--- src/logic/playback_counter.sv ---
// byte address generator from start to end-1; start/end changes apply only at a wrap or while stopped, end<=start replays start
`timescale 1ns/1ns

module playback_counter #(
	parameter int wave_words = 1024
) (
	input  logic                          word_clock,
	input  logic                          reset3_word_clock,
	input  logic [$clog2(wave_words)+1:0] start_addr,
	input  logic [$clog2(wave_words)+2:0] end_addr,
	input  logic                          run,
	output logic [$clog2(wave_words)+1:0] play_addr,
	output logic                          sync
);

	localparam int byte_aw = $clog2(wave_words) + 2;

	// copies in use for the current pass
	logic [byte_aw-1:0] active_start;
	logic [byte_aw:0]   active_end;
	logic [byte_aw:0]   last_addr;
	logic               pass_empty;
	logic               reload;
	// high while play_addr holds the first address of a pass
	logic               wrap_flag;

	assign last_addr  = active_end - 1'b1;
	assign pass_empty = active_end <= {1'b0, active_start};
	assign reload     = pass_empty || ({1'b0, play_addr} == last_addr);

	// ----------------------------------------
	// address counter
	// ----------------------------------------
	always_ff @(posedge word_clock) begin
		if (reset3_word_clock) begin
			active_start <= '0;
			active_end   <= '0;
			play_addr    <= '0;
			wrap_flag    <= 1'b0;
		end else if (!run || reload) begin
			// stopped or at the end of a pass, pick up new limits
			active_start <= start_addr;
			active_end   <= end_addr;
			play_addr    <= start_addr;
			wrap_flag    <= 1'b1;
		end else begin
			play_addr <= play_addr + 1'b1;
			wrap_flag <= 1'b0;
		end
	end

	// delayed one cycle to line up with the registered sample
	always_ff @(posedge word_clock) begin
		if (reset3_word_clock) begin
			sync <= 1'b0;
		end else begin
			sync <= wrap_flag & run;
		end
	end

endmodule

--- config.mk ---
export PLATFORM = sky130hd
export DESIGN_NAME = playback_counter
export DESIGN_NICKNAME = d
export VERILOG_FILES = /design/src/logic/playback_counter.sv
export SDC_FILE = /design/constraint.sdc
export NUM_CORES = 1
export LEC_CHECK = 0
export BUFFER_PORTS_ARGS = -buffer_cell sky130_fd_sc_hd__buf_2
export CELL_PAD_IN_SITES_DETAIL_PLACEMENT = 0
export CELL_PAD_IN_SITES_GLOBAL_PLACEMENT = 2
export CORE_ASPECT_RATIO = 1.5
export CORE_MARGIN = 2
export CORE_UTILIZATION = 25
export CTS_BUF_LIST = sky130_fd_sc_hd__clkbuf_4 sky130_fd_sc_hd__clkbuf_8
export DETAILED_ROUTE_END_ITERATION = 7
export MAX_ROUTING_LAYER = met4
export PLACE_DENSITY_LB_ADDON = 0.1
export RECOVER_POWER = 100
export SETUP_SLACK_MARGIN = 0.1
export SYNTH_ARGS = -nofsm -noshare
export SYNTH_HDL_FRONTEND = slang
export SYNTH_SLANG_ARGS = --single-unit
export TNS_END_PERCENT = 1
--- constraint.sdc ---
create_clock -name word_clock -period 6.59 [get_ports word_clock]
set_input_delay 0 -clock word_clock [delete_from_list [all_inputs] [get_ports word_clock]]
set_output_delay 0 -clock word_clock [all_outputs]
set_load 0.005 [all_outputs]
Yosys cells after proc, flatten, opt, wreduce, memory -nomap -nowiden

Index checks and enable logic that the tools add are counted.

Flip-flop bits (word level): 39
Output and inout bits: 13

Add/subtract/negate cells: 2
Order comparisons: 1
Equality and inequality tests: 1
Multiplexer cells: 2
Bitwise operators: 1
Reduce and logical (&&, ||, !) cells: 3

Operators with widths:

| cell                                                | count |
|---|---|
| == test 12 x 13 -> 1 bit                            | 1 |
| less-or-equal comparator 13 x 12 -> 1 bit           | 1 |
| subtractor 13 x 1 -> 13 bit (second input constant) | 1 |
| adder 12 x 1 -> 12 bit (second input constant)      | 1 |
| two-way mux 12 bit                                  | 1 |
| logical OR 1 bit                                    | 2 |
| bitwise AND 1 bit                                   | 1 |
| logical NOT 1 bit                                   | 1 |
| two-way mux 1 bit                                   | 1 |

Logic depth before layout (Yosys ltp)

Depth after elaboration: 5
Depth in mapped cells: 11
Depth with buffers taken out: 9

Least setup slack after synthesis

No wires, ideal clock.

Path type: reg-to-reg
From: reg active_end[4]
To: reg active_start[3]
Library setup time: 75 ps
Arrival time: 2395 ps
Data required time: 6515 ps
Setup slack: 4121 ps
Cell stages (with the launch flop): 11
Buffers on the path: 3
Period minus slack after synthesis: 2469 ps
Cells stage by stage: dfxtp_1 buf_6 or4_4 or4_1 nand3_1 o311a_1 o2111ai_1 and3_4 buf_6 buf_6 o22ai_1

Longest elaborated chain between the ends: 4
Elaborated cells between the ends (all ways): 5
Those cells by class: 1 x add/sub; 1 x order compare; 1 x eq/ne; 2 x reduce/logical

Ends and longest elaborated chain:

| item                        | RTL line | RTL |
|---|---|---|
| start, declared             | 20       | `logic [byte_aw:0] active_end;` |
| start signal, assigned      | 43       | `active_end <= end_addr;` |
| subtractor 13 x 1 -> 13 bit | 27       | `assign last_addr = active_end - 1'b1;` |
| == test 12 x 13 -> 1 bit    | 29       | `assign reload = pass_empty \|\| ({1'b0, play_addr} == last_addr);` |
| logical OR 1 bit (*)        | 29       |  |
| logical OR 1 bit (*)        | 40       | `end else if (!run \|\| reload) begin` |
| end signal, assigned        | 42       | `active_start <= start_addr;` |
| end, declared               | 19       | `logic [byte_aw-1:0] active_start;` |

Every way passes the cells marked *; elsewhere a longest branch is shown, timed or not.
A chain may end at the register's enable or synchronous reset.

Worst setup path after layout

From: reg active_end[0]
To: reg play_addr[4]

Longest elaborated chain between the ends: 5
Elaborated cells between the ends (all ways): 6
Those cells by class: 1 x add/sub; 1 x order compare; 1 x eq/ne; 1 x mux; 2 x reduce/logical

Ends and longest elaborated chain:

| item                        | RTL line | RTL |
|---|---|---|
| subtractor 13 x 1 -> 13 bit | 27       |  |
| == test 12 x 13 -> 1 bit    | 29       |  |
| logical OR 1 bit (*)        | 29       |  |
| logical OR 1 bit (*)        | 40       |  |
| two-way mux 12 bit (*)      | 40       |  |
| end signal, assigned        | 44       | `play_addr <= start_addr;` |
| end signal, assigned        | 47       | `play_addr <= play_addr + 1'b1;` |
| end, declared               | 12       | `output logic [$clog2(wave_words)+1:0] play_addr,` |

Marks and branches as above.

==> out/metrics.yaml <==
clk_path_buf_depth: 2
hp-class: "input port to flop"
dp_hpwl_um: 4730
crit_type: "flop to flop"
clock.fmax_mhz: 265
crit_fanout: 38
h-tree-depth: 2
synth_mux_area_frac: 0.0646
cts_tree: "yes"
postSynthAreaPerCell_um2: 8.94
synth_edf_count: 0
synth_xor_area_frac: 0.0785
cp_top_family: "simple AND/OR/NAND/NOR gates"
ys_types: 44
initial_utilization: 0.255
syn_nets: 304
synth_top_family_by_area: "simple AND/OR/NAND/NOR gates"
placed_cells: 401
netlist_area_um2: 2340
worst_pin_slew_ps: 1800
finalHoldViolations: 0
synth_fa_ha_area_frac: 0.0748
numPortBuffers: 40
postPlaceCellArea_um2: 2600
clock-sinks: 39
tns_ps: 0
final_cell_area_um2: 2890
ys_ff_latch: 39
maxSlewHeadroom: -0.201
fillers: 1009
synth_area_leaders: "dfxtp_1 (33%), nand2b_1 (9.9%), ha_1 (7.5%)"
dpl_worst_slack_ps: 3300
numCtsBuffers: 5
yosys.area_share.simple: 0.236
synth-warning-count: 0
powerDensity_nw_per_um2: 302
synth_cells: 262
synth_flop_cell: "dfxtp_1"
slowest_stage: "and3_1"
drtPass1Iterations: 4
ys_seq_area_frac: 0.333
setup-violations-final: 0
io_pins: 41
hold_path_depth: 3
critPathBufInv: 1
arrival_ps: 3890
p_leak_nw: 1.17
finalCritPeriodShare: 0.573
coreArea_um2: 9200
finalNonFillerCells: 429
overflow: 0
post-route-drc-count: 0
post_cts_resized: 0
first_iter_violations: 24
synth-compound-area-share: 0.146
grt_pass1_wl_um: 10700
antenna_found_initial: 0
ys_async_sr_fraction: 0
crit_chain: "inv_1 -> ha_1 -> or3b_2 -> nor4_1 -> mux2i_1 -> nand2_1 -> o2111ai_1 -> and3_1 -> o22ai_1"
drv_slew: 39
clk_latency_ps: 300
synth_top_area_frac: 0.333
fin_util: 0.314
period_needed_ps: 3770
via_per_inst: 4.81
post_cts_buffers: 0
crit_required_ps: 6710
area_growth_syn_to_layout_pct: 23.2
finalNetCount: 359
final.setup.worst_slack_ps: 2820
violations: "max-capacitance violations, max-slew violations"
skew_ps: 5.58
n_antenna_cell: 0
grt_max_degree: 42
cap_violations: 1
slowest_delay_ps: 1400
grtUsageTotal: 0.139
detail-route-antenna-nets: 0
core.rowCount: 43
wl_um: 6560
worst-r2r-cell-count: 9
start_kind: "flop"
status: "complete, but fails checks"
cp_num_cells: 9
routabilityCongestion: 0.720
die_h_um: 123
cp-end-kind: "flop"
first_global_vias: 2024
die_w_um: 83.0
root_buffer: "clkbuf_8"
power_mw: 0.872
yosysMostFrequentCell: "dfxtp_1"
hold_slack_ps: 0.132
rsz0062_at_grt: "false"
path_clk_slew_ps: 80
layout-drive-gt1-share: 0.148
synthTopCellsByCount: "dfxtp_1 (39), nand2b_1 (37), o22ai_1 (22)"
dieArea_um2: 10200
via_count: 2063
synth_area_leader_cell: "dfxtp_1"
avgRoutedWirePerCell_um: 15.3
ir_drop_mv: 0.129
==> layout by cell type, fill, tap and decap left out, types with 4 or more instances in the layout <==
master | netlist | routed
clkbuf_8 | 0 | 6
o21ai_0 | 4 | 4
buf_2 | 4 | 35
nand2b_1 | 37 | 37
nor2_1 | 8 | 8
dlygate4sd3_1 | 0 | 21
dfxtp_1 | 39 | 39
nand4_1 | 4 | 4
nor4_1 | 6 | 6
mux2i_1 | 14 | 14
xor2_1 | 13 | 13
o22ai_1 | 22 | 22
inv_1 | 19 | 19
nor2b_1 | 4 | 4
clkbuf_1 | 5 | 4
ha_1 | 14 | 14
xnor2_1 | 8 | 8
and3_1 | 4 | 5
nand3_1 | 12 | 12
==> path summary, 6_finish.rpt <==
kind | startpoint | endpoint | slack (ps)
setup / recovery | active_end[0]$_SDFFE_PP0P_ | play_addr[4]$_SDFF_PP0_ | 2820
hold / removal | start_addr[1] | play_addr[1]$_SDFF_PP0_ | 0.1
setup reg to reg | active_end[0]$_SDFFE_PP0P_ | play_addr[4]$_SDFF_PP0_ | 2820
hold reg to reg | wrap_flag$_SDFF_PP0_ | sync$_SDFF_PP0_ | 440
==> registers in the layout, summed over array words and instances, names as in the netlist <==
register	count
wrap_flag	1
play_addr	12
sync	1
active_end	13
active_start	12
==> routing by layer <==
metal / part of all wire / global-route usage
met3: 0.027 / 0.0262
met5: 0 / -
met2: 0.55 / 0.259
met1: 0.40 / 0.144
met4: 0.023 / 0.0584
==> what timing repair did <==
item / CTS / global route
endpoints found under the hold margin: 28 / 0
hold buffers: 21 / 0
setup endpoints to repair: 0 / 0
==> layout make-up <==
cell class	count	area [um2]	share of cell area
timing repair buffer	61	404	0.140
clock inverter	1	5.00	0.00173
multi-input combinational	191	1400	0.486
inverter	19	71.3	0.0247
sequential	39	781	0.271
clock buffer	6	82.6	0.0286
tap	112	140	0.0486
==> cells by family after synthesis <==
| family | Yosys count |
|---|---|
| fa+ha+maj | 14 |
| simple gates | 92 |
| buf+inv | 32 |
| compound gates | 49 |
| flops | 39 |
| xor+xnor | 21 |
| mux | 15 |
==> power by group <==
part	internal (mW)	leakage, nW	switching (mW)
combinational	0.165	0.795	0.178
clock	0.0823	0.0470	0.0900
sequential	0.283	0.324	0.0726
==> worst register-to-register path, delay by kind of cell (launching register included) <==
family                   cells  cell delay [ps]
buffers and inverters        1              100
flip-flops                   1              360
multiplexers                 1              230
AND/OR/NAND/NOR              4             2300
adder cells (fa/ha/maj)      1              210
AO/OA/AOI/OAI                2              400
Power figures use the tool's default switching activity.
