--- config.mk ---
export PLATFORM = sky130hd
export DESIGN_NAME = host_port_fsm
export DESIGN_NICKNAME = d
export VERILOG_FILES = /design/src/logic/fgen_pkg.sv /design/src/logic/host_port_fsm.sv
export SDC_FILE = /design/constraint.sdc
export NUM_CORES = 1
export LEC_CHECK = 0
export BUFFER_PORTS_ARGS = -buffer_cell sky130_fd_sc_hd__buf_2
export CAP_MARGIN = 25
export CORE_AREA = 2 2 90 92
export DETAILED_ROUTE_END_ITERATION = 6
export DIE_AREA = 0 0 92 94
export PLACE_DENSITY_LB_ADDON = 0.08
export SYNTH_ARGS = -nofsm -noshare
export SYNTH_HDL_FRONTEND = slang
export SYNTH_SLANG_ARGS = --single-unit
--- constraint.sdc ---
create_clock -name word_clock -period 5.8 [get_ports word_clock]
set_input_delay 0.29 -clock word_clock [delete_from_list [all_inputs] [get_ports word_clock]]
set_output_delay 0.29 -clock word_clock [all_outputs]
set_load 0.05 [all_outputs]
--- src/logic/fgen_pkg.sv ---
// shared types for the waveform generator; host addresses are 16 bits, so wave_words must not exceed 65536
package fgen_pkg;

	// ----------------------------------------
	// host operations
	// ----------------------------------------
	typedef enum logic [1:0] {
		op_write_reg  = 2'd0,
		op_read_reg   = 2'd1,
		op_write_wave = 2'd2,
		op_read_wave  = 2'd3
	} opcode_t;

	// host port FSM states
	typedef enum logic [2:0] {
		st_idle      = 3'd0,
		st_access    = 3'd1,
		st_wait_read = 3'd2,
		st_hold_ack  = 3'd3,
		st_release   = 3'd4
	} host_state_t;

	// ----------------------------------------
	// host transaction payloads
	// ----------------------------------------
	// register ops use address[1:0] as the index, wave ops use it as a word address
	typedef struct packed {
		opcode_t     opcode;
		logic [15:0] address;
		logic [31:0] data;
	} host_cmd_t;

	typedef struct packed {
		logic [31:0] rdata;
	} host_rsp_t;

	// ----------------------------------------
	// register bank indices
	// ----------------------------------------
	// start and end are byte addresses, end is exclusive
	localparam logic [1:0] reg_start = 2'd0;
	localparam logic [1:0] reg_end   = 2'd1;
	localparam logic [1:0] reg_run   = 2'd2;

endpackage
--- src/logic/host_port_fsm.sv ---
// four-phase req/ack host port; host_cmd must hold while req is high, and req must not rise again before ack falls
`timescale 1ns/1ns

module host_port_fsm #(
	parameter int wave_words = 1024
) (
	input  logic                          word_clock,
	input  logic                          reset3_word_clock,
	input  logic                          host_req,
	input  fgen_pkg::host_cmd_t           host_cmd,
	output logic                          host_ack,
	output fgen_pkg::host_rsp_t           host_rsp,
	output logic                          reg_write,
	output logic [1:0]                    reg_index,
	output logic [31:0]                   reg_wdata,
	input  logic [31:0]                   reg_rdata,
	output logic                          wave_write,
	output logic [$clog2(wave_words)-1:0] wave_addr,
	output logic [31:0]                   wave_wdata,
	input  logic [31:0]                   wave_rdata
);

	localparam int word_aw = $clog2(wave_words);

	fgen_pkg::host_state_t state;
	fgen_pkg::opcode_t     op_q;
	logic [31:0]           wdata_q;

	// both targets see the same captured write data
	assign reg_wdata  = wdata_q;
	assign wave_wdata = wdata_q;

	// ----------------------------------------
	// control: state, ack and write strobes
	// ----------------------------------------
	always_ff @(posedge word_clock) begin
		if (reset3_word_clock) begin
			state      <= fgen_pkg::st_idle;
			host_ack   <= 1'b0;
			reg_write  <= 1'b0;
			wave_write <= 1'b0;
		end else begin
			case (state)
				fgen_pkg::st_idle: begin
					if (host_req) begin
						// strobe goes out for exactly the access cycle
						reg_write  <= (host_cmd.opcode == fgen_pkg::op_write_reg);
						wave_write <= (host_cmd.opcode == fgen_pkg::op_write_wave);
						state      <= fgen_pkg::st_access;
					end
				end
				fgen_pkg::st_access: begin
					reg_write  <= 1'b0;
					wave_write <= 1'b0;
					if (op_q == fgen_pkg::op_read_wave) begin
						// memory output is registered, one more cycle
						state <= fgen_pkg::st_wait_read;
					end else begin
						host_ack <= 1'b1;
						state    <= fgen_pkg::st_hold_ack;
					end
				end
				fgen_pkg::st_wait_read: begin
					host_ack <= 1'b1;
					state    <= fgen_pkg::st_hold_ack;
				end
				fgen_pkg::st_hold_ack: begin
					if (!host_req) begin
						host_ack <= 1'b0;
						state    <= fgen_pkg::st_release;
					end
				end
				fgen_pkg::st_release: begin
					state <= fgen_pkg::st_idle;
				end
				default: begin
					state <= fgen_pkg::st_idle;
				end
			endcase
		end
	end

	// ----------------------------------------
	// payload: command capture and read data
	// ----------------------------------------
	always_ff @(posedge word_clock) begin
		if (state == fgen_pkg::st_idle && host_req) begin
			op_q      <= host_cmd.opcode;
			reg_index <= host_cmd.address[1:0];
			wave_addr <= host_cmd.address[word_aw-1:0];
			wdata_q   <= host_cmd.data;
		end
		// register bank readback is combinational
		if (state == fgen_pkg::st_access && op_q == fgen_pkg::op_read_reg) begin
			host_rsp.rdata <= reg_rdata;
		end
		if (state == fgen_pkg::st_wait_read) begin
			host_rsp.rdata <= wave_rdata;
		end
	end

endmodule

* Yosys cells after proc, flatten, opt, wreduce, memory -nomap -nowiden
Cells that the tools add are included.
** Storage, ports and cells
- Flip-flop bits (word level) :: 84
- Bits of input ports :: 117
- Output and inout port bits :: 111
- Word-level logic and storage cells :: 41
** Operators by class
- Eq/ne operators :: 9
- Muxes and demuxes :: 13
- Reductions and logical operators :: 10
** Operators with widths (count)
- 2-to-1 mux 32 bit :: 2
- one-hot mux 3 bit (4 select lines) :: 1
- equality test 3 x 2 -> 1 bit, second input constant :: 2
- 2-to-1 mux 3 bit :: 2
- inequality test 2 bit, second input constant :: 3
- 2-to-1 mux 1 bit :: 5
- equality test 2 bit, second input constant :: 2
- one-hot mux 1 bit (2 select lines) :: 2
- AND reduction 2 bit :: 2
- nonzero test 2 bit :: 2
- equality test 3 x 1 -> 1 bit, second input constant :: 1
- zero test 3 bit :: 1
- one-hot mux 1 bit (3 select lines) :: 1
- AND reduction 3 bit :: 1
- nonzero test 3 bit :: 1
- equality test 2 x 1 -> 1 bit, second input constant :: 1
- logical AND 1 bit :: 2
- zero test 2 bit :: 1

* Logic depth before layout (Yosys ltp)
- Depth in word-level cells :: 4
- Gate-level depth with buffers :: 5
- Depth with buffers taken out :: 3

* Worst setup path before layout
Ideal clock, no wire load.
- Kind :: reg-to-reg
- From :: register state[0]
- To :: register reg_write
- Library setup time :: 0.133 ns
- Arrival :: 2.414 ns
- Required time :: 5.667 ns
- Slack :: 3.252 ns
- Cell stages (with the launch flop) :: 5
- Buffers on the path :: 1
- Clock period less this slack :: 2.548 ns
- Path through :: dfxtp_1 > buf_4 > nor4b_4 > mux2i_1 > nor3_1
** Between the ends
- Word-level cells in the longest chain between the ends :: 3
- Elaborated cells between the ends (all ways) :: 6
- Classes of those cells :: 2 x eq/ne; 1 x mux; 3 x reduce/logical
** RTL lines
- from (decl) :: RTL line host_port_fsm.sv:25 : fgen_pkg::host_state_t state;
- from (signal assigned) :: RTL line host_port_fsm.sv:38 : state <= fgen_pkg::st_idle;
- from (signal assigned) :: RTL line host_port_fsm.sv:49 : state <= fgen_pkg::st_access;
- from (signal assigned) :: RTL line host_port_fsm.sv:57 : state <= fgen_pkg::st_wait_read;
- equality test 3 x 1 -> 1 bit / zero test 3 bit (equally long branches) :: RTL line host_port_fsm.sv:43 : case (state)
- nonzero test 2 bit (no line) / inequality test 2 bit (equally long branches)
- AND reduction 2 bit (no line)
- to (signal assigned) :: RTL line host_port_fsm.sv:47 : reg_write <= (host_cmd.opcode == fgen_pkg::op_write_reg);
- to (decl) :: RTL line host_port_fsm.sv:13 : output logic reg_write,
Several ways; a longest one is shown, not always the timed one.
A chain may end at the register's enable or synchronous reset.

* Worst setup path in the final report
- From :: register state[0]
- To :: register host_rsp[11] (netlist name) (enable)
** Between the ends
- Word-level cells in the longest chain between the ends :: 3
- Elaborated cells between the ends (all ways) :: 4
- Classes of those cells :: 2 x eq/ne; 2 x reduce/logical
** RTL lines
- equality test 3 x 1 -> 1 bit :: RTL line host_port_fsm.sv:94 : if (state == fgen_pkg::st_access && op_q == fgen_pkg::op_read_reg) begin
- logical AND 1 bit :: RTL line host_port_fsm.sv:94
- nonzero test 2 bit (no line) (*)
- to (decl) :: RTL line host_port_fsm.sv:12 : output fgen_pkg::host_rsp_t host_rsp,
Mark *: on every way between the ends. The rest lies on a longest branch, timed or not.

==> impl_metrics.py <==
metrics = {
    "clock_tree": {
        "clkSinkCount": 82,
        "cts_tree": "built",
        "cts_buffers": 9,
        "clkLatencyLatePin_ps": 340,
        "post-cts-setup-buffer-count": 0,
        "root_buffer": "clkbuf_8",
        "h-tree-depth": 3,
        "cts_resized": 0,
        "cts.reportedPaths.clkPinSlew_ps": 90,
        "cts.hold.buffers_added": 0,
        "cts_buffer_depth": 2,
    },
    "sta": {
        "fmax_ghz": 0.4456,
        "min_period_ps": 2244,
        "fin_tns_setup_ps": 0,
        "tightest_slew_ps": 814.0,
        "finalSetupViolCount": 0,
        "final_max_slew_viol_count": 0,
        "max_slew_margin_pct": 45.74,
        "finClkSkew_ps": 8.653,
        "holdWs_ps": 115.0,
        "period_share_pct": 38.69,
        "hold_viol_final": 0,
        "rsz0062_at_grt": "false",
    },
    "critical_path": {
        "crit_chain": "nor3b_1, a31o_2",
        "r2r-start": "state[0]$_SDFFE_PP0P_",
        "timing.critical_path.from": "state[0]$_SDFFE_PP0P_",
        "required_ps": 5770,
        "worstPathMaxFanout": 32,
        "critical-path-max-stage-delay_ps": 770,
        "crit_buf_inv": 0,
        "crit_type": "flip-flop to flip-flop",
        "worstSetupStartpointType": "flip-flop",
        "end_kind": "flip-flop",
        "crit_arrival_ps": 2210,
        "cpLargestDelayFamily": "compound AO/OA/AOI/OAI gates",
        "r2r_cells": 2,
        "cp_slowest_cell": "a31o_2",
        "cp.depth": 2,
    },
    "logic_synthesis": {
        "synth_top_family_by_area": "multiplexers",
        "yosys.area_share.simple_pct": 3.101,
        "syn_area_sq_um": 3390,
        "synthTopCellsByArea": "edfxtp_1, mux2_4, buf_4",
        "synth_top_area_share_pct": 67.33,
        "syn_inst": 178,
        "seq_area_frac_synth_pct": 70.87,
        "synth-seq-cells": 82,
        "synth_xor_area_share_pct": 0,
        "synth_warnings": 0,
        "avgSynthCellArea_sq_um": 19.04,
        "synth_fp_nets": 295,
        "synth_compound_area_share_pct": 1.513,
        "ys_types": 22,
        "synth_fa_ha_area_share_pct": 0,
        "synth_area_leader_cell": "edfxtp_1",
        "muxShareOfSynthArea_pct": 14.43,
    },
    "route": {
        "num_vias": 2142,
        "detail_route.iter0.violations": 78,
        "route.final.wire_length_microns": 7129,
        "drt_first_pass_iters": 4,
        "drc": 0,
        "drt-vias-per-instance": 4.463,
        "drt-wirelength-per-cell_microns": 14.85,
        "postRouteAntennaNets": 0,
    },
    "layout": {
        "syn_to_final_growth_pct": 32.71,
        "utilization_pct": 59.13,
        "n_antenna_cell": 0,
        "final_nets": 490,
        "drive_above_1_share_pct": 72.22,
        "nFillCells": 631,
    },
    "min_path": {
        "min-delay-start": "host_cmd[30]",
        "hold_depth": 1,
        "hold_path.class": "input pin to flip-flop",
    },
    "global_route": {
        "grt.total_usage_pct": 15.48,
        "grt_antenna_before_repair": 0,
        "grt_max_degree": 47,
        "grt_pass1_vias": 1995,
        "grt-ovfl-total": 0,
        "grt_pass1_wl_microns": 9777,
    },
    "floorplanning": {
        "num_rows": 32,
        "die-area_sq_um": 8648,
        "initial_utilization_pct": 44.56,
        "core_sq_um": 7607,
        "die_y_microns": 94,
        "ios": 228,
        "die_x_microns": 92,
    },
    "power": {
        "ir_drop_uv": 120.0,
        "p_per_area_nw_per_um2": 341.4,
        "leakagePower_nw": 2.013,
    },
    "place": {
        "gp_congestion": 0.7027,
        "dp_hpwl_microns": 5494,
        "portBuffers": 221,
    },
    "status": {
        "outcome": "completed",
    },
    "run": {
        "cap_violations": 0,
    },
}
==> registers in the layout, indices dropped and copies added (netlist names) <==
| name | cells |
|---|---|
| reg_index | 1 |
| wave_addr | 9 |
| wave_write | 1 |
| op_q | 2 |
| reg_write | 1 |
| reg_wdata | 32 |
| host_ack | 1 |
| host_rsp | 32 |
| state | 3 |
==> cell usage in the layout (no fill, tap or decap), types with 2 or more instances in the layout <==
cell and n:
mux2i_1 2, clkinvlp_4 2, nor2b_1 2, mux2_2 3, edfxtp_1 76, clkbuf_8 9
mux2_4 29, buf_4 2, buf_2 221, nor3_1 4, nand2_1 3, inv_1 2
dfxtp_1 6, a2111oi_0 2, nor2_1 2
==> metal layers <==
layer	vias to the layer above	routed length (microns)	track usage (%)
met3	11	736	5.698
met4	0	122	7.587
met1	976	2624	16.24
li1	1022	-	-
met5	-	0	0
met2	133	3645	27.45
==> stage by stage <==
step	worst slack (ps)	power, mW	instances	area (sq um)
6_report	3556	1.536	480	4498
5_1_grt	3375	1.591	480	4498
4_1_cts	3512	1.554	480	4498
3_5_place_dp	3527	1.152	464	4304
3_3_place_gp	3565	1.147	464	4304
2_1_floorplan	3252	1.075	178	3390
==> cell type report <==
cell class	count	area (sq um)	share of cell area, %
repair buffers	223	1121	24.92
inverters	2	7.507	0.1669
multi-input cells	55	645.6	14.35
well taps	102	127.6	2.837
flip-flops and latches	82	2402	53.41
clock buffers	10	127.6	2.837
clock inverters	6	66.31	1.474
==> synthesized netlist by cell type <==
master     count
nor2b_4        1
a31o_2         1
o21bai_1       1
a311oi_1       1
edfxtp_1      76
nor3b_1        1
nor2b_1        2
dfxtp_1        6
a2111oi_0      2
a221oi_1       1
mux2_4        29
mux2_2         3
inv_1          2
nor2_1         2
nor4b_4        1
buf_6          1
buf_12         3
nor2b_2        1
nand2_1        3
mux2i_1        2
buf_4         35
nor3_1         4
==> kinds of logic after synthesis <==
family | after synthesis
buffers and inverters | 41
AO/OA/AOI/OAI | 6
AND/OR/NAND/NOR | 15
flip-flops | 82
multiplexers | 34
==> worst paths after layout <==
path / endpoint / slack, ps
worst max-delay path: host_rsp[11]$_DFFE_PP_ / 3560
worst max register to register: host_rsp[11]$_DFFE_PP_ / 3560
worst min-delay path: reg_wdata[30]$_DFFE_PP_ / 120
worst min register to register: reg_write$_SDFFE_PP0P_ / 530
==> report_power, final <==
part	leakage [nW]	internal (mW)	switching, mW	total, mW
registers	0.760	0.711	0.0189	0.730
logic	1.16	0.112	0.291	0.403
clock network	0.0905	0.200	0.203	0.403
(Power assumes the default switching activity.)
