===== config.mk =====
export PLATFORM = sky130hd
export DESIGN_NAME = control_regs
export DESIGN_NICKNAME = d
export VERILOG_FILES = /design/src/logic/fgen_pkg.sv /design/src/logic/control_regs.sv
export SDC_FILE = /design/constraint.sdc
export NUM_CORES = 1
export LEC_CHECK = 0
export BUFFER_PORTS_ARGS = -buffer_cell sky130_fd_sc_hd__buf_2
export CORE_ASPECT_RATIO = 1.2
export CORE_MARGIN = 4
export CORE_UTILIZATION = 39
export CTS_BUF_LIST = sky130_fd_sc_hd__clkbuf_8
export CTS_CLUSTER_DIAMETER = 50
export DETAILED_ROUTE_END_ITERATION = 8
export PLACE_DENSITY = 0.82
export SYNTH_ARGS = -nofsm -noshare
export SYNTH_HDL_FRONTEND = slang
export SYNTH_SLANG_ARGS = --single-unit

===== constraint.sdc =====
create_clock -name word_clock -period 1.06 [get_ports word_clock]
set_input_delay 0.159 -clock word_clock [delete_from_list [all_inputs] [get_ports word_clock]]
set_output_delay 0.159 -clock word_clock [all_outputs]
set_load 0.01 [all_outputs]

===== src/logic/fgen_pkg.sv =====
// shared types for the waveform generator; host addresses are 16 bits, so wave_words must not exceed 65536
package fgen_pkg;

	// ----------------------------------------
	// host operations
	// ----------------------------------------
	typedef enum logic [1:0] {
		op_write_reg  = 2'd0,
		op_read_reg   = 2'd1,
		op_write_wave = 2'd2,
		op_read_wave  = 2'd3
	} opcode_t;

	// host port FSM states
	typedef enum logic [2:0] {
		st_idle      = 3'd0,
		st_access    = 3'd1,
		st_wait_read = 3'd2,
		st_hold_ack  = 3'd3,
		st_release   = 3'd4
	} host_state_t;

	// ----------------------------------------
	// host transaction payloads
	// ----------------------------------------
	// register ops use address[1:0] as the index, wave ops use it as a word address
	typedef struct packed {
		opcode_t     opcode;
		logic [15:0] address;
		logic [31:0] data;
	} host_cmd_t;

	typedef struct packed {
		logic [31:0] rdata;
	} host_rsp_t;

	// ----------------------------------------
	// register bank indices
	// ----------------------------------------
	// start and end are byte addresses, end is exclusive
	localparam logic [1:0] reg_start = 2'd0;
	localparam logic [1:0] reg_end   = 2'd1;
	localparam logic [1:0] reg_run   = 2'd2;

endpackage

===== src/logic/control_regs.sv =====
// start, end and run registers; written values are truncated to byte address width, index 3 is not implemented
`timescale 1ns/1ns

module control_regs #(
	parameter int wave_words = 1024
) (
	input  logic                          word_clock,
	input  logic                          reset3_word_clock,
	input  logic                          reg_write,
	input  logic [1:0]                    reg_index,
	input  logic [31:0]                   reg_wdata,
	output logic [31:0]                   reg_rdata,
	output logic [$clog2(wave_words)+1:0] start_addr,
	output logic [$clog2(wave_words)+2:0] end_addr,
	output logic                          run
);

	// byte address width, four bytes per word
	localparam int byte_aw = $clog2(wave_words) + 2;

	// ----------------------------------------
	// register writes
	// ----------------------------------------
	always_ff @(posedge word_clock) begin
		if (reset3_word_clock) begin
			start_addr <= '0;
			end_addr   <= '0;
			run        <= 1'b0;
		end else if (reg_write) begin
			case (reg_index)
				fgen_pkg::reg_start: start_addr <= reg_wdata[byte_aw-1:0];
				// end is exclusive, so it can reach the full byte count
				fgen_pkg::reg_end: end_addr <= reg_wdata[byte_aw:0];
				fgen_pkg::reg_run: run <= reg_wdata[0];
				default: begin
				end
			endcase
		end
	end

	// readback, zero-extended
	always_comb begin
		reg_rdata = '0;
		case (reg_index)
			fgen_pkg::reg_start: reg_rdata[byte_aw-1:0] = start_addr;
			fgen_pkg::reg_end: reg_rdata[byte_aw:0] = end_addr;
			fgen_pkg::reg_run: reg_rdata[0] = run;
			default: reg_rdata = '0;
		endcase
	end

endmodule


After elaboration in Yosys (flattened, before gate mapping)
Index checks and enable logic that the tools add are counted.

Register bits after elaboration: 26. Input bits: 37. Output and inout bits: 58. Logic and storage cells: 12.

Equal/unequal tests: 2. Multiplexer cells: 3. Reduce and logical (&&, ||, !) cells: 4.

Operator list (number): $pmux 11 s2 (1); $reduce_and 2->1 (3); $pmux 1 s3 (1); $eq 2x1->1 const B (1); $eq 2x2->1 const B (1); $logic_not 2->1 (1); $mux 1 (1).

Depth between registers and ports, before layout
Gate-level depths: netlist of the first run.

Depth after elaboration: 2. Mapped depth: 4. Gate-level depth less buffers: 2.

Least setup slack after synthesis of the first run
No wires, ideal clock.

Path type: input-to-reg. Start: input port reg_index[1]. End: register start_addr[10]. Setup time: 0.120 ns. Arrival: 0.909 ns. Data required time: 0.940 ns. Path slack: 0.032 ns. Stages on the path: 4. Buffers on the path: 2. Cell sequence: buf_6 or3b_1 buf_6 mux2i_1.

Longest elaborated chain between the ends: 2.

Ends and longest elaborated chain: start, declared (RTL line control_regs.sv:10) `input logic [1:0] reg_index,`; $logic_not 2->1 (RTL line control_regs.sv:30) `case (reg_index)`; $reduce_and 2->1 (no line); end signal, assigned (RTL line control_regs.sv:31) `fgen_pkg::reg_start: start_addr <= reg_wdata[byte_aw-1:0];`; end, declared (RTL line control_regs.sv:13) `output logic [$clog2(wave_words)+1:0] start_addr,`.

No other way between the ends. A chain may end at the register's enable or synchronous reset.

Worst setup path in the final report of the first run
Start: register end_addr[0]. End: output port reg_rdata[0].

Longest elaborated chain between the ends: 1.

Ends and longest elaborated chain: start, declared (RTL line control_regs.sv:14) `output logic [$clog2(wave_words)+2:0] end_addr,`; start signal, assigned (RTL line control_regs.sv:33) `fgen_pkg::reg_end: end_addr <= reg_wdata[byte_aw:0];`; $pmux 1 s3 (RTL line control_regs.sv:44) `case (reg_index)`; end, declared (RTL line control_regs.sv:12) `output logic [31:0] reg_rdata,`.

No other way between the ends.

==> results of run 1 <==
-- routing by layer --
layer | track usage, % | part of all wire [%]
met4 | 3.60 | 0.33
met3 | 3.43 | 7.0
met2 | 25.3 | 51
met5 | 0 | 0
met1 | 16.7 | 42
-- state kept, by name (all words and copies together), names as in the netlist --
register,count
run,1
end_addr,13
start_addr,12
-- final cells by class --
| class | instances | share of cell area [%] |
|---|---|---|
| tap | 52 | 3.28 |
| sequential | 26 | 27.8 |
| multi-input combinational | 115 | 40.3 |
| timing repair buffer | 87 | 26.5 |
| clock buffer | 3 | 2.08 |
-- Yosys cell counts (2+ instances only) --
cell type,number,share of area [%]
mux2i_1,38,26
buf_6,3,2.3
clkbuf_1,5,1.3
nand3b_1,3,1.5
nand2b_1,39,17
nor2_1,11,2.8
buf_4,20,10
and3b_1,2,1.2
dfxtp_1,26,36
-- repair_timing --
action | in CTS | in global routing
buffers inserted | 19 | 1
gates resized for setup | 23 | 3
endpoints found under the setup margin | 12 | 13
pin swaps | 1 | 2
-- final timing paths --
check                               startpoint        endpoint  slack, ns
worst max-delay path               end_addr[0]    reg_rdata[0]      -0.03
worst min-delay path             reg_wdata[12]    end_addr[12]       0.14
worst max register to register  start_addr[11]  start_addr[11]       0.36
worst min register to register   start_addr[1]   start_addr[1]       0.48
-- per-stage QoR --
| stage | hold WS (ns) | total power, W |
|---|---|---|
| 2_1_floorplan | 0.314 | 0.00132 |
| 3_3_place_gp | 0.430 | 0.00139 |
| 3_5_place_dp | 0.437 | 0.00139 |
| 4_1_cts | 0.147 | 0.00198 |
| 5_1_grt | 0.162 | 0.00206 |
| 6_report | 0.141 | 0.00196 |
-- cell families after synthesis --
family / synth area share [%]
AO/OA/AOI/OAI: 0.343
multiplexers: 26.1
buffers and inverters: 14.2
other: 0.257
AND/OR/NAND/NOR: 23.4
flip-flops: 35.7
-- critical path: stages (launching register included) --
cell	delay, ns
dfxtp_2	0.33
mux2i_1	0.12
o21ai_1	0.08
buf_2	0.13
-- power breakdown --
part | switching, W | total (W) | internal [W]
Combinational | 0.000191 | 0.000379 | 0.000188
Clock | 0.000292 | 0.000546 | 0.000254
Sequential | 0.0000185 | 0.00103 | 0.00102
==> impl_metrics.toml, run 1 <==
[outcome]
outcome = "finished with violations"
violations = "setup timing"

[clock_network]
cts_tree = "done"
numCtsBuffers = 3
clkLatencyLatePin_ns = 0.26
htree_levels = 1
cts_hold_buf = 0
clkSinkCount = 26
clk_path_buf_depth = 2
clkTransAtPathRegs_ns = 0.09
root_buffer = "clkbuf_8"

[job]
max_cap_viol_count = 0

[critical_path]
crit_fanout = 3
crit_arrival_ns = 0.93
start_kind = "flip-flop"
reg2regPathDepth = 3
critPathCaptureType = "primary output"
cp.required_ns = 0.90
critPathKind = "flip-flop to primary output"

[synth]
yosysWarnings = 0
synth_ff_type = "dfxtp_1"
async_reset_ff_share_pct = 0
avgSynthCellArea_um2 = 9.60
synthesis.area_um2 = 1460
ys_seq_area_share_pct = 35.7
synth_seq_cells = 26
ys_types = 14
syn_inst = 152
synth_edf_count = 0

[power_and_ir_drop]
p_leak_nw = 1.08
ir_drop_v = 0.000524
p_per_area_nw_per_um2 = 989

[finish]
area_growth_pct = 35.8
nNetsFinal = 270
antenna_cells = 0
finish.utilization_pct = 54.5
drive_gt1_share_pct = 49.8
final_cells = 283
final_common_cell = "buf_2"
multiInputGateArea_um2 = 798
final.fill_count = 355
layout_common_cells = "buf_2 (56), nand2b_1 (39), mux2i_1 (38)"
seq_area_um2 = 552
final_cell_area_um2 = 1980

[sta]
finalClockSkew_ns = 0
rsz0062_at_grt = "true"
fmax_mhz = 921
finalSetupTns_ns = -0.0490
setup_ws_ns = -0.0262
period_needed_ns = 1.09
setup_viol = 6
hold_violations = 0
worst_slew_pin_slew_ns = 0.503
maxSlewViolCount = 0
relSlewSlack_pct = 66.4
period_share_pct = 102

[grt]
grt_max_degree = 40
grt_pass1_vias = 1145
grt_use_total_pct = 14.0
grt_pass1_wl_mm = 5.29
antenna_found_initial = 0
grt_overflow = 0

[route]
ant_nets = 0
viasPerCell = 4.39
drc = 0
drt_iter0_drc = 29
firstDrtPassIters = 2
wl_mm = 3.34
wl_per_cell_um = 11.8
via_count = 1243

[die]
die_h_um = 75
ios = 95
start_util_pct = 40.2
core_area_um2 = 3630
fp.dieW_um = 63.8
die_area_um2 = 4790
rows = 24

[worst_hold_path]
hold_path_depth = 3
hold_class = "primary input to flip-flop"

[placed_design]
place_area_um2 = 1760
io_buffers = 56
place_congestion = 0.655
dp_hpwl_mm = 2.31
place_inst = 260
place_ws_ns = -0.0430
No activity file was read; power rests on OpenSTA's default activity.
==> run 2: changes to the inputs <==
- BUFFER_PORTS_ARGS: -buffer_cell sky130_fd_sc_hd__buf_2 -> -buffer_cell sky130_fd_sc_hd__clkbuf_2
==> run 2 against run 1 <==
Cell area increased by 4.5%; sequential share of layout area decreased by 1.1 points; the flow still finishes with violations (setup timing); critical path type unchanged; global-route usage increased by 0.29 points; clock skew unchanged; via count increased by 2.2%; count of clock-buffer cells in the layout increased by 1.
==> impl_metrics.toml, run 2 (synthesized netlist as in run 1, its figures left out) <==
[clock_network]
root_buffer = "clkbuf_8"
clk_path_buf_depth = 2
numCtsBuffers = 3
cts_tree = "done"
clkLatencyLatePin_ns = 0.26
clkSinkCount = 26
htree_levels = 1
clkTransAtPathRegs_ns = 0.09
cts_hold_buf = 0

[placed_design]
place_area_um2 = 1800
io_buffers = 56
dp_hpwl_mm = 2.44
place_congestion = 0.694
place_ws_ns = -0.0612

[finish]
drive_gt1_share_pct = 51.7
final_cell_area_um2 = 2070
final.fill_count = 350
reg.largest.list = "end_addr x13, start_addr x12, run x1"
layout_common_cells = "clkbuf_2 (48), nand2b_1 (39), mux2i_1 (38)"
largest_reg_flops = 13
nNetsFinal = 276
final_common_cell = "clkbuf_2"
top_register = "end_addr"
finish.utilization_pct = 57.0
antenna_cells = 0
area_growth_pct = 41.9

[die]
ios = 95
core_area_um2 = 3630
start_util_pct = 40.2
die_area_um2 = 4790
fp.dieW_um = 63.8
rows = 24
die_h_um = 75

[route]
via_count = 1270
ant_nets = 0
firstDrtPassIters = 4
viasPerCell = 4.38
drt_iter0_drc = 18
wl_mm = 3.53
wl_per_cell_um = 12.2
drc = 0

[critical_path]
cp_top_family = "flip-flops"
timing.rr.end = "end_addr[6]"
cp.required_ns = 0.90
crit_path_end = "reg_rdata[0]"
worstSetupStartpoint = "end_addr[0]"
critPathCaptureType = "primary output"
ff2ff_setup_slack_ns = 0.33
critPathSlowestCell = "dfxtp_2"
crit_fanout = 3
reg2reg_from = "end_addr[6]"
critPathMaxStageDelay_ns = 0.33
cp_num_buf_inv = 1
start_kind = "flip-flop"
reg2regPathDepth = 3
cp_cell_sequence = "mux2i_1 -> o21ai_1 -> buf_2"
crit_arrival_ns = 0.93
crit_cells = 3
critPathKind = "flip-flop to primary output"

[outcome]
outcome = "finished with violations"
violations = "setup timing"

[sta]
rsz0062_at_grt = "true"
hold_violations = 0
setup_ws_ns = -0.0272
fmax_mhz = 920
setup_viol = 7
maxSlewViolCount = 0
finalClockSkew_ns = 0
period_needed_ns = 1.09
finalSetupTns_ns = -0.0891
period_share_pct = 103

[grt]
grt_pass1_vias = 1168
grt_max_degree = 21
grt_pass1_wl_mm = 5.35
grt_overflow = 0
antenna_found_initial = 0
grt_use_total_pct = 14.3

[power_and_ir_drop]
ir_drop_v = 0.000683
p_per_area_nw_per_um2 = 1010
power.total_w = 0.00209
p_leak_nw = 1.11

[job]
max_cap_viol_count = 0

[worst_hold_path]
hold_class = "primary input to flip-flop"
==> run 2: cell types whose count changed in the layout (fill, tap and decap cells not counted) <==
cell / previous run / this run
buf_6: 0 / 1
buf_12: 1 / 3
dfxtp_1: 1 / 0
buf_2: 56 / 8
buf_4: 30 / 33
clkbuf_8: 3 / 4
clkbuf_2: 0 / 48
dfxtp_2: 25 / 26
==> run 2: layer usage <==
metal	share of wire, %	up-vias	global-route usage, %
li1	-	631	-
met1	44	591	17.2
met2	50	46	25.8
met3	5.7	2	2.69
met4	0.48	0	4.32
met5	0	-	0
==> run 2: repair_timing <==
action | CTS | global route
buffers inserted | 20 | 4
hold endpoints to repair | 0 | 0
pin swaps | 5 | 4
resized for setup | 27 | 9
setup endpoints to repair | 13 | 13
==> run 2: final cells by class <==
| type | instances | area (um2) | share of cell area (%) |
|---|---|---|---|
| clock buffers | 4 | 55.1 | 2.66 |
| well taps | 52 | 65.1 | 3.14 |
| flip-flops and latches | 26 | 553 | 26.7 |
| repair buffers | 93 | 599 | 28.9 |
| multi-input cells | 115 | 798 | 38.5 |
==> run 2: metrics by stage <==
stage                     hold slack (ns)  std cells
after global placement              0.408        262
after floorplan                     0.314        170
after CTS                           0.122        286
after global routing                0.128        290
after detailed placement            0.419        262
final                               0.121        290
==> run 2: worst min path at each step <==
stage                              from           end  slack (ns)  cells past startpoint
after global routing      reg_wdata[12]  end_addr[12]        0.13                      3
after global placement    reg_wdata[12]  end_addr[12]        0.41                      3
after CTS                 reg_wdata[12]  end_addr[12]        0.12                      3
after detailed placement  reg_wdata[12]  end_addr[12]        0.42                      3
final                     reg_wdata[12]  end_addr[12]        0.12                      3
after floorplan           reg_wdata[12]  end_addr[12]        0.31                      2
==> run 2: worst reg2reg max path, cell delays in order, from the launching register on <==
cell and delay (ns):
dfxtp_2 0.33, buf_4 0.10, nand2b_1 0.06, mux2i_1 0.16
==> run 2: power by group <==
group          total (W)  switching [W]  leakage (nW)  internal (W)
combinational   0.000412       0.000202         0.853      0.000210
sequential       0.00104      0.0000188         0.223       0.00102
clock           0.000639       0.000307        0.0288      0.000332
total            0.00209       0.000528          1.11       0.00156
